[src/hdl/scannerPkg.sv]
`default_nettype none

package scannerPkg;

	// Controller states
	typedef enum logic [1:0] {
		sIdle     = 2'd0,
		sActive   = 2'd1,
		sStandby  = 2'd2,
		sTransfer = 2'd3
	} scanState;

	// Local controller commands on localTransferIn
	typedef enum logic [1:0] {
		lcNone      = 2'b00,
		lcStartScan = 2'b01,
		lcPeerHalf  = 2'b10
	} localCmd;

	// Command frame codes sent over the serial link
	typedef enum logic [7:0] {
		cmdReadyToTransfer = 8'd2,
		cmdStartScanning   = 8'd3,
		cmdBufferFull      = 8'd4,
		cmdDataTransfer    = 8'd7
	} cmdCode;

	// Data frame layout, fill level in the low nibble
	typedef struct packed {
		logic [3:0] pad;
		logic [3:0] level;
	} fillData;

	// One serial frame, either a command or a data word
	typedef union packed {
		cmdCode  cmd;
		fillData data;
	} frameWord;

	// Threshold crossings, each a one-cycle pulse
	typedef struct packed {
		logic nearFull;   // FILL_MAX - 2
		logic almostFull; // FILL_MAX - 1
		logic full;       // FILL_MAX
	} fillEvent;

	// Level register is 4 bits wide
	localparam int FILL_MAX_DEFAULT = 9;

	// Slow tick period in clk cycles
	localparam int DIV_LEN_DEFAULT = 8;

endpackage

`default_nettype wire

[src/hdl/fillCounter.sv]
`timescale 1ns/1ps
`default_nettype none

module fillCounter #(
	parameter int FILL_MAX = 9,
	parameter int DIV_LEN  = 8
) (
	input  logic                 clk,
	input  logic                 rst,
	input  logic                 countEn,
	input  logic                 fillClear,
	output logic [3:0]           level,
	output scannerPkg::fillEvent events
);

	localparam int DIV_W = $clog2(DIV_LEN);

	logic [DIV_W-1:0] divCnt;
	logic             tick;
	logic             inc;
	logic [3:0]       levelNext;

	assign tick      = (divCnt == DIV_W'(DIV_LEN - 1));
	assign levelNext = level + 4'd1;

	// Saturate at FILL_MAX, clear has priority
	assign inc = tick && countEn && !fillClear && (level < 4'(FILL_MAX));

	// Free running slow tick divider
	always_ff @(posedge clk) begin
		if (rst) begin
			divCnt <= '0;
		end else if (tick) begin
			divCnt <= '0;
		end else begin
			divCnt <= divCnt + 1'b1;
		end
	end

	always_ff @(posedge clk) begin
		if (rst) begin
			level <= 4'd0;
		end else if (fillClear) begin
			level <= 4'd0; // Buffer drained by transfer
		end else if (inc) begin
			level <= levelNext;
		end
	end

	// Flags line up with the level update, so a held level never repeats them
	always_ff @(posedge clk) begin
		if (rst) begin
			events <= '0;
		end else begin
			events.nearFull   <= inc && (levelNext == 4'(FILL_MAX - 2));
			events.almostFull <= inc && (levelNext == 4'(FILL_MAX - 1));
			events.full       <= inc && (levelNext == 4'(FILL_MAX));
		end
	end

endmodule

`default_nettype wire

[src/hdl/scanCtrl.sv]
`timescale 1ns/1ps
`default_nettype none

module scanCtrl (
	input  logic                 clk,
	input  logic                 rst,
	input  logic [1:0]           localTransferIn,
	input  logic                 readyForTransfer,
	input  scannerPkg::fillEvent events,
	input  logic [3:0]           level,
	input  logic                 busy,
	input  logic                 done,
	output logic                 countEn,
	output logic                 fillClear,
	output logic                 txStart,
	output scannerPkg::frameWord txWord
);

	import scannerPkg::*;

	// Transfer sub-steps
	localparam logic [1:0] xSendCmd  = 2'd0;
	localparam logic [1:0] xWaitCmd  = 2'd1;
	localparam logic [1:0] xSendData = 2'd2;
	localparam logic [1:0] xWaitData = 2'd3;

	scanState   state;
	scanState   stateNext;
	logic [1:0] xPhase;
	localCmd    lc;

	// Pending command queue, head at index 0
	cmdCode     cmdQ [3];
	logic [1:0] qCount;
	logic [1:0] wrIdx;
	logic       push;
	logic       pop;
	cmdCode     pushCode;

	logic       qIssue;
	logic       xIssue;
	logic       xDone;

	assign lc      = localCmd'(localTransferIn);
	assign countEn = (state == sActive);

	// Threshold events only count while scanning
	assign push = (state == sActive) && (events.nearFull || events.almostFull || events.full);

	always_comb begin
		if (events.full) begin
			pushCode = cmdBufferFull;
		end else if (events.almostFull) begin
			pushCode = cmdStartScanning;
		end else begin
			pushCode = cmdReadyToTransfer;
		end
	end

	// Queued frames go first, transfer frames only once the queue is drained
	assign qIssue = !busy && (qCount != 2'd0);
	assign xIssue = !busy && (qCount == 2'd0) && (state == sTransfer)
		&& ((xPhase == xSendCmd) || (xPhase == xSendData));
	assign pop     = qIssue;
	assign txStart = qIssue || xIssue;

	always_comb begin
		txWord = '0;
		if (qIssue) begin
			txWord.cmd = cmdQ[0];
		end else if (xPhase == xSendData) begin
			txWord.data.pad   = 4'h0;
			txWord.data.level = level; // Data frame carries the fill level
		end else begin
			txWord.cmd = cmdDataTransfer;
		end
	end

	assign xDone     = (state == sTransfer) && (xPhase == xWaitData) && done;
	assign fillClear = xDone;

	assign wrIdx = pop ? (qCount - 2'd1) : qCount;

	// Queue storage, later write wins on the same slot
	always_ff @(posedge clk) begin
		if (pop) begin
			cmdQ[0] <= cmdQ[1];
			cmdQ[1] <= cmdQ[2];
		end
		if (push) begin
			cmdQ[wrIdx] <= pushCode;
		end
	end

	always_ff @(posedge clk) begin
		if (rst) begin
			qCount <= 2'd0;
		end else begin
			case ({push, pop})
				2'b10:   qCount <= qCount + 2'd1;
				2'b01:   qCount <= qCount - 2'd1;
				default: qCount <= qCount;
			endcase
		end
	end

	always_comb begin
		stateNext = state;
		case (state)
			sIdle: begin
				if (lc == lcStartScan) begin
					stateNext = sActive;
				end
			end
			sActive: begin
				if (events.full) begin
					stateNext = readyForTransfer ? sTransfer : sStandby;
				end
			end
			sStandby: begin
				if (readyForTransfer || (lc == lcPeerHalf)) begin
					stateNext = sTransfer;
				end
			end
			sTransfer: begin
				if (xDone) begin
					stateNext = sIdle;
				end
			end
			default: stateNext = sIdle;
		endcase
	end

	always_ff @(posedge clk) begin
		if (rst) begin
			state <= sIdle;
		end else begin
			state <= stateNext;
		end
	end

	// Two-frame transfer: command 7, then the data word
	always_ff @(posedge clk) begin
		if (rst) begin
			xPhase <= xSendCmd;
		end else if (state != sTransfer) begin
			xPhase <= xSendCmd;
		end else begin
			case (xPhase)
				xSendCmd:  if (xIssue) xPhase <= xWaitCmd;
				xWaitCmd:  if (done) xPhase <= xSendData;
				xSendData: if (xIssue) xPhase <= xWaitData;
				xWaitData: if (done) xPhase <= xSendCmd;
				default:   xPhase <= xSendCmd;
			endcase
		end
	end

endmodule

`default_nettype wire

[src/hdl/scannerTop.sv]
`timescale 1ns/1ps
`default_nettype none

module scannerTop #(
	parameter int FILL_MAX = scannerPkg::FILL_MAX_DEFAULT,
	parameter int DIV_LEN  = scannerPkg::DIV_LEN_DEFAULT
) (
	input  logic       clk,
	input  logic       rst,
	input  logic       readyForTransfer,
	input  logic [1:0] localTransferIn,
	output logic       clkOut,
	output logic       dataOut
);

	import scannerPkg::*;

	fillEvent   events;
	logic [3:0] level;
	logic       countEn;
	logic       fillClear;
	logic       txStart;
	frameWord   txWord;
	logic       busy;
	logic       done;

	fillCounter #(
		.FILL_MAX (FILL_MAX),
		.DIV_LEN  (DIV_LEN)
	) fillCounterInst (
		.clk       (clk),
		.rst       (rst),
		.countEn   (countEn),
		.fillClear (fillClear),
		.level     (level),
		.events    (events)
	);

	scanCtrl scanCtrlInst (
		.clk              (clk),
		.rst              (rst),
		.localTransferIn  (localTransferIn),
		.readyForTransfer (readyForTransfer),
		.events           (events),
		.level            (level),
		.busy             (busy),
		.done             (done),
		.countEn          (countEn),
		.fillClear        (fillClear),
		.txStart          (txStart),
		.txWord           (txWord)
	);

	serialTx serialTxInst (
		.clk     (clk),
		.rst     (rst),
		.txStart (txStart),
		.txWord  (txWord),
		.busy    (busy),
		.done    (done),
		.clkOut  (clkOut),
		.dataOut (dataOut)
	);

endmodule

`default_nettype wire

[src/hdl/serialTx.sv]
`timescale 1ns/1ps
`default_nettype none

module serialTx (
	input  logic                 clk,
	input  logic                 rst,
	input  logic                 txStart,
	input  scannerPkg::frameWord txWord,
	output logic                 busy,
	output logic                 done,
	output logic                 clkOut,
	output logic                 dataOut
);

	logic       accept;
	logic [2:0] bitCnt;
	logic [7:0] shiftReg;

	// Start is dropped while a frame is on the wire
	assign accept = txStart && !busy;

	assign done    = busy && (bitCnt == 3'd7); // Last bit cycle
	assign clkOut  = busy;                    // One strobe per bit
	assign dataOut = busy && shiftReg[0];

	always_ff @(posedge clk) begin
		if (rst) begin
			busy   <= 1'b0;
			bitCnt <= 3'd0;
		end else if (accept) begin
			busy   <= 1'b1;
			bitCnt <= 3'd0;
		end else if (busy) begin
			bitCnt <= bitCnt + 3'd1;
			if (bitCnt == 3'd7) begin
				busy <= 1'b0; // Leaves at least one idle cycle
			end
		end
	end

	// LSB first
	always_ff @(posedge clk) begin
		if (accept) begin
			shiftReg <= txWord;
		end else if (busy) begin
			shiftReg <= {1'b0, shiftReg[7:1]};
		end
	end

endmodule

`default_nettype wire

[config.mk]
export PLATFORM = sky130hd
export DESIGN_NAME = scannerTop
export DESIGN_NICKNAME = d
export VERILOG_FILES = /design/src/hdl/scannerPkg.sv /design/src/hdl/fillCounter.sv /design/src/hdl/scanCtrl.sv /design/src/hdl/scannerTop.sv /design/src/hdl/serialTx.sv
export SDC_FILE = /design/constraint.sdc
export NUM_CORES = 1
export LEC_CHECK = 0
export ABC_AREA = 0
export BUFFER_PORTS_ARGS = -buffer_cell sky130_fd_sc_hd__buf_4
export CAP_MARGIN = 20
export CORE_MARGIN = 2
export CORE_UTILIZATION = 46
export CTS_BUF_LIST = sky130_fd_sc_hd__clkbuf_4 sky130_fd_sc_hd__clkbuf_8
export CTS_CLUSTER_DIAMETER = 100
export DETAILED_ROUTE_END_ITERATION = 10
export RECOVER_POWER = 25
export SYNTH_ARGS = -nofsm -noshare
export SYNTH_HDL_FRONTEND = slang
export SYNTH_SLANG_ARGS = --single-unit
export TNS_END_PERCENT = 20
[constraint.sdc]
create_clock -name clk -period 2.2 [get_ports clk]
set_input_delay 0.44 -clock clk [delete_from_list [all_inputs] [get_ports clk]]
set_output_delay 0.44 -clock clk [all_outputs]
set_load 0.01 [all_outputs]
==> qor.txt, run 1 <==
CTS
------------------------------------------------------------------------------
Bufs on Longest Clock Path                                                   2
Setup Buffers After CTS                                                      0
CTS Buf Count                                                                5
TritonCTS clock tree                                                       yes
Number of clock sinks seen by CTS                                           33
Clock Root Buffer                                                 sky130_fd_sc_hd__clkbuf_8
# resized after CTS                                                          0
Total of hold buffers inserted after clock tree synthesis                    0
Clock latency on the worst-skew pair                                   0.28 ns
Clock-pin slew on the worst setup and hold paths                       0.07 ns
# H-tree levels                                                              2

FINAL LAYOUT
------------------------------------------------------------------------------
Final layout net count                                                     206
Layout cells sized above 1                                               14.8%
Storage element area                                                 791 sq um
Antenna diodes                                                               0
Area of combinational cells with multiple inputs                     962 sq um
Fill cells                                                                 354
Area Overhead vs Synth                                                   12.8%

LOGIC SYNTHESIS
------------------------------------------------------------------------------
Post-synthesis cell count                                                  169
Top post-synthesis cells by count                                 sky130_fd_sc_hd__dfxtp_1 (20), sky130_fd_sc_hd__ha_1 (20), sky130_fd_sc_hd__inv_1 (17)
Largest area contributor in the netlist                           sky130_fd_sc_hd__dfxtp_1
Number of warnings reported in the yosys synthesis log                       0
Avg Inst Size Synth                                                 10.7 sq um
Cells taking the most area after synthesis                        sky130_fd_sc_hd__dfxtp_1 (22%), sky130_fd_sc_hd__edfxtp_1 (22%), sky130_fd_sc_hd__ha_1 (14%), sky130_fd_sc_hd__inv_1 (3.5%), sky130_fd_sc_hd__mux2_2 (3.1%)
Post-synthesis sequential area ratio                                     43.6%
Summed instance area of the synthesized netlist                     1810 sq um
Post-Synthesis Net Count                                                   194
Area share of the largest cell type after synthesis                      22.1%
Post-synthesis async set-or-reset flop share                                0%
Primary FF master, synth                                          sky130_fd_sc_hd__dfxtp_1
#FFs+latches synth                                                          33
Number of enable-type register cells in the synthesized netlist             13
Count of cell types in the netlist                                          43

MIN PATH
------------------------------------------------------------------------------
Type of the worst min-delay path                                  primary input to register

DETAILED ROUTING
------------------------------------------------------------------------------
Post-Route WL                                                     3040 microns
DR vias/cell                                                              5.29
Pre-antenna DRT Iters                                                        5
Routed length per instance                                        13.2 microns
Remaining antenna violation count                                            0
Number of DRC violations after detailed routing                              0
DR vias                                                                   1216
1st-iter DRT viols                                                          66

RUN STATUS
------------------------------------------------------------------------------
Run status                                                        finished clean

CRITICAL PATH
------------------------------------------------------------------------------
Worst Setup SP                                                    scanCtrlInst.qCount[0]$_SDFFE_PP0P_
Data required, critical path                                           2.23 ns
Largest driver fanout on the critical path                                   9
Capturing instance or port of the critical path                   scanCtrlInst.cmdQ[1][0]$_DFFE_PP_
Slowest Stage Delay on Critical Path                                   0.37 ns
Setup slack, reg-to-reg                                                0.13 ns
Critical path arrival                                                  2.10 ns
Worst R2R Start                                                   scanCtrlInst.qCount[0]$_SDFFE_PP0P_
Depth of the most critical reg-to-reg path                                   6
Critical path endpoint category                                       register
Worst path depth                                                             6
FF-to-FF End                                                      scanCtrlInst.cmdQ[1][0]$_DFFE_PP_
Setup crit start kind                                                 register
Chain of cells forming the critical path                          inv_1 > ha_1 > nor2_8 > xnor2_2 > nor3b_4 > mux2_1
CP top delay family                                               simple AND/OR/NAND/NOR gates
Slowest library cell on the worst path                            sky130_fd_sc_hd__dfxtp_1
Critical path buffer and inverter count                                      1
Category of the critical setup timing path                        register to register

GRT
------------------------------------------------------------------------------
Wire length of the first global-routing pass                      5400 microns
Total congestion overflow                                                    0
Number of global-route vias before repair                                 1181
Total GRT Usage                                                          16.3%
Largest net degree at the start of global routing                           16
Antenna violations before repair                                             0

STA
------------------------------------------------------------------------------
Hold Worst Slack                                                      0.430 ns
Top achievable clock speed                                           0.483 GHz
Post-layout min period                                                 2.07 ns
Aggregate negative setup slack                                            0 ns
Final Slew Violations                                                        0
Share of the clock period used by the worst path after layout            94.1%
RSZ-0062 raised after global routing                                     false
Least-Margin Pin Slew                                                 0.668 ns
Final number of hold-violating endpoints                                     0
Final Skew                                                          0.00384 ns
Number of endpoints failing setup at the final stage                         0
Worst slew margin relative to its limit                                  55.4%

POWER
------------------------------------------------------------------------------
Pwr Density                                                       1140 nW/um^2
IR drop worst, VDD                                                      578 uV
Leak pwr                                                              0.824 nW

DIE
------------------------------------------------------------------------------
Number of I/O pins                                                           7
Row Count                                                                   22
Vert. Die Dim                                                     66.8 microns
X dimension of the die                                            66.8 microns
Initial core utilization                                                 48.8%
Area of the core region                                             3720 sq um
Die area                                                            4460 sq um

RUN
------------------------------------------------------------------------------
Maximum capacitance violations                                               0

PLACED DESIGN
------------------------------------------------------------------------------
Port bufs                                                                    6
Routability congestion estimate from global placement                    0.775
Hpwl dp                                                           2320 microns

==> worst min-delay path by stage <==
| stage | start | end | slack (ns) | depth (start not counted) |
|---|---|---|---|---|
| after global routing | rst | scanCtrlInst.qCount[0]$_SDFFE_PP0P_ | 0.44 | 2 |
| after detailed placement | fillCounterInst.divCnt[0]$_SDFF_PP0_ | fillCounterInst.divCnt[0]$_SDFF_PP0_ | 0.43 | 1 |
| after CTS | rst | serialTxInst.busy$_SDFF_PP0_ | 0.43 | 2 |
| after global placement | fillCounterInst.divCnt[0]$_SDFF_PP0_ | fillCounterInst.divCnt[0]$_SDFF_PP0_ | 0.41 | 1 |
| final | rst | serialTxInst.busy$_SDFF_PP0_ | 0.43 | 2 |
| after floorplan | fillCounterInst.divCnt[0]$_SDFF_PP0_ | fillCounterInst.divCnt[0]$_SDFF_PP0_ | 0.41 | 1 |
==> cell type report <==
type	instances	share of cell area [%]
inverter	17	3.12
timing repair buffer	7	2.39
sequential	33	38.7
clock inverter	1	1.47
multi-input combinational	117	47.0
tap	48	2.94
clock buffer	7	4.40
==> state kept, by name, indices dropped and copies added (netlist names) <==
| name | count |
|---|---|
| fillCounterInst.events | 3 |
| serialTxInst.bitCnt | 3 |
| serialTxInst.shiftReg | 4 |
| scanCtrlInst.xPhase | 2 |
| scanCtrlInst.cmdQ | 9 |
| scanCtrlInst.qCount | 2 |
| serialTxInst.busy | 1 |
| fillCounterInst.divCnt | 3 |
| fillCounterInst.level | 4 |
| scanCtrlInst.state | 2 |
==> metrics by stage <==
step / util [%] / cell area (sq um) / power, mW / setup WS [ns] / instances
after floorplan: - / 1810 / 1.55 / 0.276 / 169
after global placement: 51.6 / 1920 / 1.71 / 0.186 / 222
after detailed placement: 51.6 / 1920 / 1.73 / 0.0860 / 222
after CTS: 54.8 / 2040 / 2.34 / 0.0711 / 230
after global routing: 55.1 / 2050 / 2.48 / 0.0203 / 230
final: 55.1 / 2050 / 2.33 / 0.130 / 230
==> routing by layer <==
layer,part of all wire (%),GRT usage [%],up-vias
met1,48,20.7,573
li1,-,-,626
met3,2.6,4.56,5
met2,48,26.4,12
met5,0,0,-
met4,1.6,6.12,0
==> cells in the final DEF, fill, tap and decap left out, types with 2 or more instances in the layout <==
master,count
sky130_fd_sc_hd__a21oi_1,10
sky130_fd_sc_hd__nor3_1,6
sky130_fd_sc_hd__ha_1,20
sky130_fd_sc_hd__and2_1,2
sky130_fd_sc_hd__a211oi_1,4
sky130_fd_sc_hd__nor2_1,10
sky130_fd_sc_hd__xnor2_1,4
sky130_fd_sc_hd__o32ai_1,2
sky130_fd_sc_hd__clkbuf_8,6
sky130_fd_sc_hd__edfxtp_1,13
sky130_fd_sc_hd__and3_1,2
sky130_fd_sc_hd__buf_4,6
sky130_fd_sc_hd__inv_1,17
sky130_fd_sc_hd__dfxtp_1,20
sky130_fd_sc_hd__o211ai_1,2
sky130_fd_sc_hd__nand2_1,6
sky130_fd_sc_hd__mux2i_1,4
sky130_fd_sc_hd__o21ai_0,5
sky130_fd_sc_hd__nor3b_1,2
sky130_fd_sc_hd__a31oi_1,2
sky130_fd_sc_hd__nor2b_1,3
sky130_fd_sc_hd__nand2b_1,5
sky130_fd_sc_hd__xor2_1,3
sky130_fd_sc_hd__mux2_2,5
==> cell families (layout without fill, tap and decap cells) <==
| logic type | after synthesis | after routing | synth area share (%) |
|---|---|---|---|
| compound gates | 34 | 34 | 13.3 |
| xor+xnor | 8 | 8 | 4.28 |
| fa+ha+maj | 20 | 20 | 13.8 |
| buf+inv | 19 | 32 | 4.00 |
| flops | 33 | 33 | 43.6 |
| mux | 11 | 11 | 6.69 |
| simple gates | 44 | 44 | 14.3 |
==> power breakdown <==
| part | internal (mW) | leakage (nW) | switching [mW] | total (mW) |
|---|---|---|---|---|
| clock network | 0.381 | 0.0619 | 0.212 | 0.593 |
| logic | 0.347 | 0.477 | 0.477 | 0.824 |
| registers | 0.830 | 0.285 | 0.0794 | 0.909 |
(Power assumes the default switching activity.)
==> run 2: changes to the inputs <==
--- a/config.mk
+++ b/config.mk
@@ -9,7 +9,7 @@
 export BUFFER_PORTS_ARGS = -buffer_cell sky130_fd_sc_hd__buf_4
 export CAP_MARGIN = 20
 export CORE_MARGIN = 2
-export CORE_UTILIZATION = 46
+export CORE_UTILIZATION = 30
 export CTS_BUF_LIST = sky130_fd_sc_hd__clkbuf_4 sky130_fd_sc_hd__clkbuf_8
 export CTS_CLUSTER_DIAMETER = 100
 export DETAILED_ROUTE_END_ITERATION = 10
==> run 2 against run 1 <==
Hold slack got worse by 0.0076 ns. Critical path depth did not move. Highest routed layer unchanged. Sequential power barely moved. Register-to-register slack improved by 0.06 ns. Combinational power barely moved. Critical path type unchanged.
==> qor.txt, run 2 (synthesis results as in run 1) <==
FINAL LAYOUT
----------------------------------------------------------------------------
Largest Register                                                scanCtrlInst.cmdQ
Layout cells sized above 1                                             15.9%
Area Overhead vs Synth                                                 12.8%
Most common library cell in the layout ignoring fill and taps   sky130_fd_sc_hd__dfxtp_1
Antenna diodes                                                             0
Largest registers ranked by flip-flop count                     scanCtrlInst.cmdQ (9), fillCounterInst.level (4), serialTxInst.shiftReg (4)
Fill cells                                                               616
Commonest cells after routing, fill and taps aside              sky130_fd_sc_hd__dfxtp_1 (20), sky130_fd_sc_hd__ha_1 (19), sky130_fd_sc_hd__inv_1 (17), sky130_fd_sc_hd__edfxtp_1 (13)
Final layout net count                                                   206
Number of flip-flops under the largest register name                       9

DETAILED ROUTING
----------------------------------------------------------------------------
1st-iter DRT viols                                                        38
Number of DRC violations after detailed routing                            0
Post-Route WL                                                   3060 microns
Pre-antenna DRT Iters                                                      4
Remaining antenna violation count                                          0
Met2 wire len                                                   1260 microns
Routed length per instance                                      11.9 microns
DR vias                                                                 1197
Top layer used by detailed routing                                      met4
Post-Route M1 WL                                                1630 microns
Met3 layer wire length in the routed design                      110 microns
DR vias/cell                                                            4.66

PLACED DESIGN
----------------------------------------------------------------------------
Minimum setup slack after placement                                 0.107 ns
Routability congestion estimate from global placement                  0.820
Hpwl dp                                                         2250 microns
Port bufs                                                                  6

CRITICAL PATH
----------------------------------------------------------------------------
Setup crit start kind                                               register
Data required, critical path                                         2.24 ns
Critical path endpoint category                                     register
Largest driver fanout on the critical path                                 9
Category of the critical setup timing path                      register to register
Depth of the most critical reg-to-reg path                                 6
Critical path arrival                                                2.05 ns
Setup slack, reg-to-reg                                              0.19 ns

POWER
----------------------------------------------------------------------------
IR drop worst, VDD                                                    517 uV
Pwr Density                                                     1070 nW/um^2
Net switching component of the power                                  782 uW
Share of total power in sequential cells                               41.8%
Total power                                                          2.18 mW
Share of power burned in the clock network                             20.5%
Leak pwr                                                            0.805 nW
Share of power burned in combinational logic                           37.7%
Switching part of the total power                                      35.9%
Internal power                                                       1.40 mW

STA
----------------------------------------------------------------------------
Final Slew Violations                                                      0
Aggregate negative setup slack                                          0 ns
Share of the clock period used by the worst path after layout          91.2%
Post-layout min period                                               2.01 ns
Final Skew                                                        0.00456 ns
Top achievable clock speed                                         0.498 GHz
PnR worst setup slack                                               0.194 ns
Least-Margin Pin Slew                                               0.593 ns
RSZ-0062 raised after global routing                                   false
Worst slew margin relative to its limit                                60.4%
Final number of hold-violating endpoints                                   0
Number of endpoints failing setup at the final stage                       0
Hold Worst Slack                                                    0.423 ns

CTS
----------------------------------------------------------------------------
CTS Buf Count                                                              5
TritonCTS clock tree                                                     yes
Total of hold buffers inserted after clock tree synthesis                  0
Clock Root Buffer                                               sky130_fd_sc_hd__clkbuf_8
Clock-pin slew on the worst setup and hold paths                     0.07 ns
Bufs on Longest Clock Path                                                 2
Clock latency on the worst-skew pair                                 0.29 ns
Number of clock sinks seen by CTS                                         33
# H-tree levels                                                            2

DIE
----------------------------------------------------------------------------
Vert. Die Dim                                                   81.8 microns
X dimension of the die                                          81.8 microns
Area of the core region                                           5890 sq um
Die area                                                          6690 sq um
Initial core utilization                                               30.8%
Number of I/O pins                                                         7
Row Count                                                                 28

GRT
----------------------------------------------------------------------------
Total GRT Usage                                                        10.8%
Total congestion overflow                                                  0
Antenna violations before repair                                           0
Number of global-route vias before repair                               1129
Wire length of the first global-routing pass                    5410 microns
Largest net degree at the start of global routing                         16

RUN
----------------------------------------------------------------------------
Maximum capacitance violations                                             0

RUN STATUS
----------------------------------------------------------------------------
Run status                                                      finished clean

MIN PATH
----------------------------------------------------------------------------
Type of the worst min-delay path                                primary input to register
Number of cells on the worst hold path                                     2

[run 2: cell count changes in the layout (fill, tap and decap cells not counted), sizes merged]
cell / delta
buf: +1
clkbuf: -3
clkinv: +2
bufinv: -1
clkinvlp: +1
[run 2: area by class of cell]
| class | count | area [sq um] | area share, % |
|---|---|---|---|
| multi-input combinational | 117 | 958 | 46.9 |
| sequential | 33 | 791 | 38.7 |
| tap | 75 | 93.8 | 4.59 |
| clock buffer | 5 | 68.8 | 3.36 |
| inverter | 17 | 63.8 | 3.12 |
| timing repair buffer | 7 | 52.6 | 2.57 |
| clock inverter | 3 | 17.5 | 0.856 |
[run 2: path summary, 6_finish.rpt]
kind | endpoint | from
worst max-delay path | scanCtrlInst.cmdQ[1][1]$_DFFE_PP_ | scanCtrlInst.qCount[0]$_SDFFE_PP0P_
worst min register to register | fillCounterInst.divCnt[0]$_SDFF_PP0_ | fillCounterInst.divCnt[0]$_SDFF_PP0_
worst min-delay path | serialTxInst.busy$_SDFF_PP0_ | rst
worst max register to register | scanCtrlInst.cmdQ[1][1]$_DFFE_PP_ | scanCtrlInst.qCount[0]$_SDFFE_PP0P_
[run 2: power by group through the flow]
stage	Combinational [mW]	Sequential, mW	Clock, mW
2_1_floorplan	0.639	0.912	0
3_3_place_gp	0.802	0.923	0
3_5_place_dp	0.808	0.926	0
4_1_cts	0.821	0.914	0.462
5_1_grt	0.934	0.927	0.493
6_report	0.823	0.912	0.447
[run 2: what timing repair did]
| action | in CTS | in global routing |
|---|---|---|
| gates resized for setup | 0 | 2 |
| buffers inserted | 0 | 0 |
| endpoints found under the setup margin | 0 | 3 |
[run 2: worst max-delay path, cell delays in order (launching register included)]
cell                      delay (ns)
sky130_fd_sc_hd__dfxtp_1        0.37
sky130_fd_sc_hd__inv_1          0.11
sky130_fd_sc_hd__ha_2           0.27
sky130_fd_sc_hd__nor2_8         0.17
sky130_fd_sc_hd__xnor2_2        0.16
sky130_fd_sc_hd__nor3b_2        0.31
sky130_fd_sc_hd__mux2_2         0.37
[run 2: stage by stage]
step	util, %	instances	instance area [sq um]
after floorplan	-	169	1810
after global placement	33.2	249	1950
after detailed placement	33.2	249	1950
after CTS	34.6	257	2040
after global routing	34.8	257	2050
final	34.8	257	2050
[run 2: metal layers]
metal | vias to the layer above | GRT usage [%]
met1 | 541 | 15.5
met4 | 0 | 4.50
met5 | - | 0
met3 | 7 | 2.97
met2 | 15 | 15.0
li1 | 634 | -
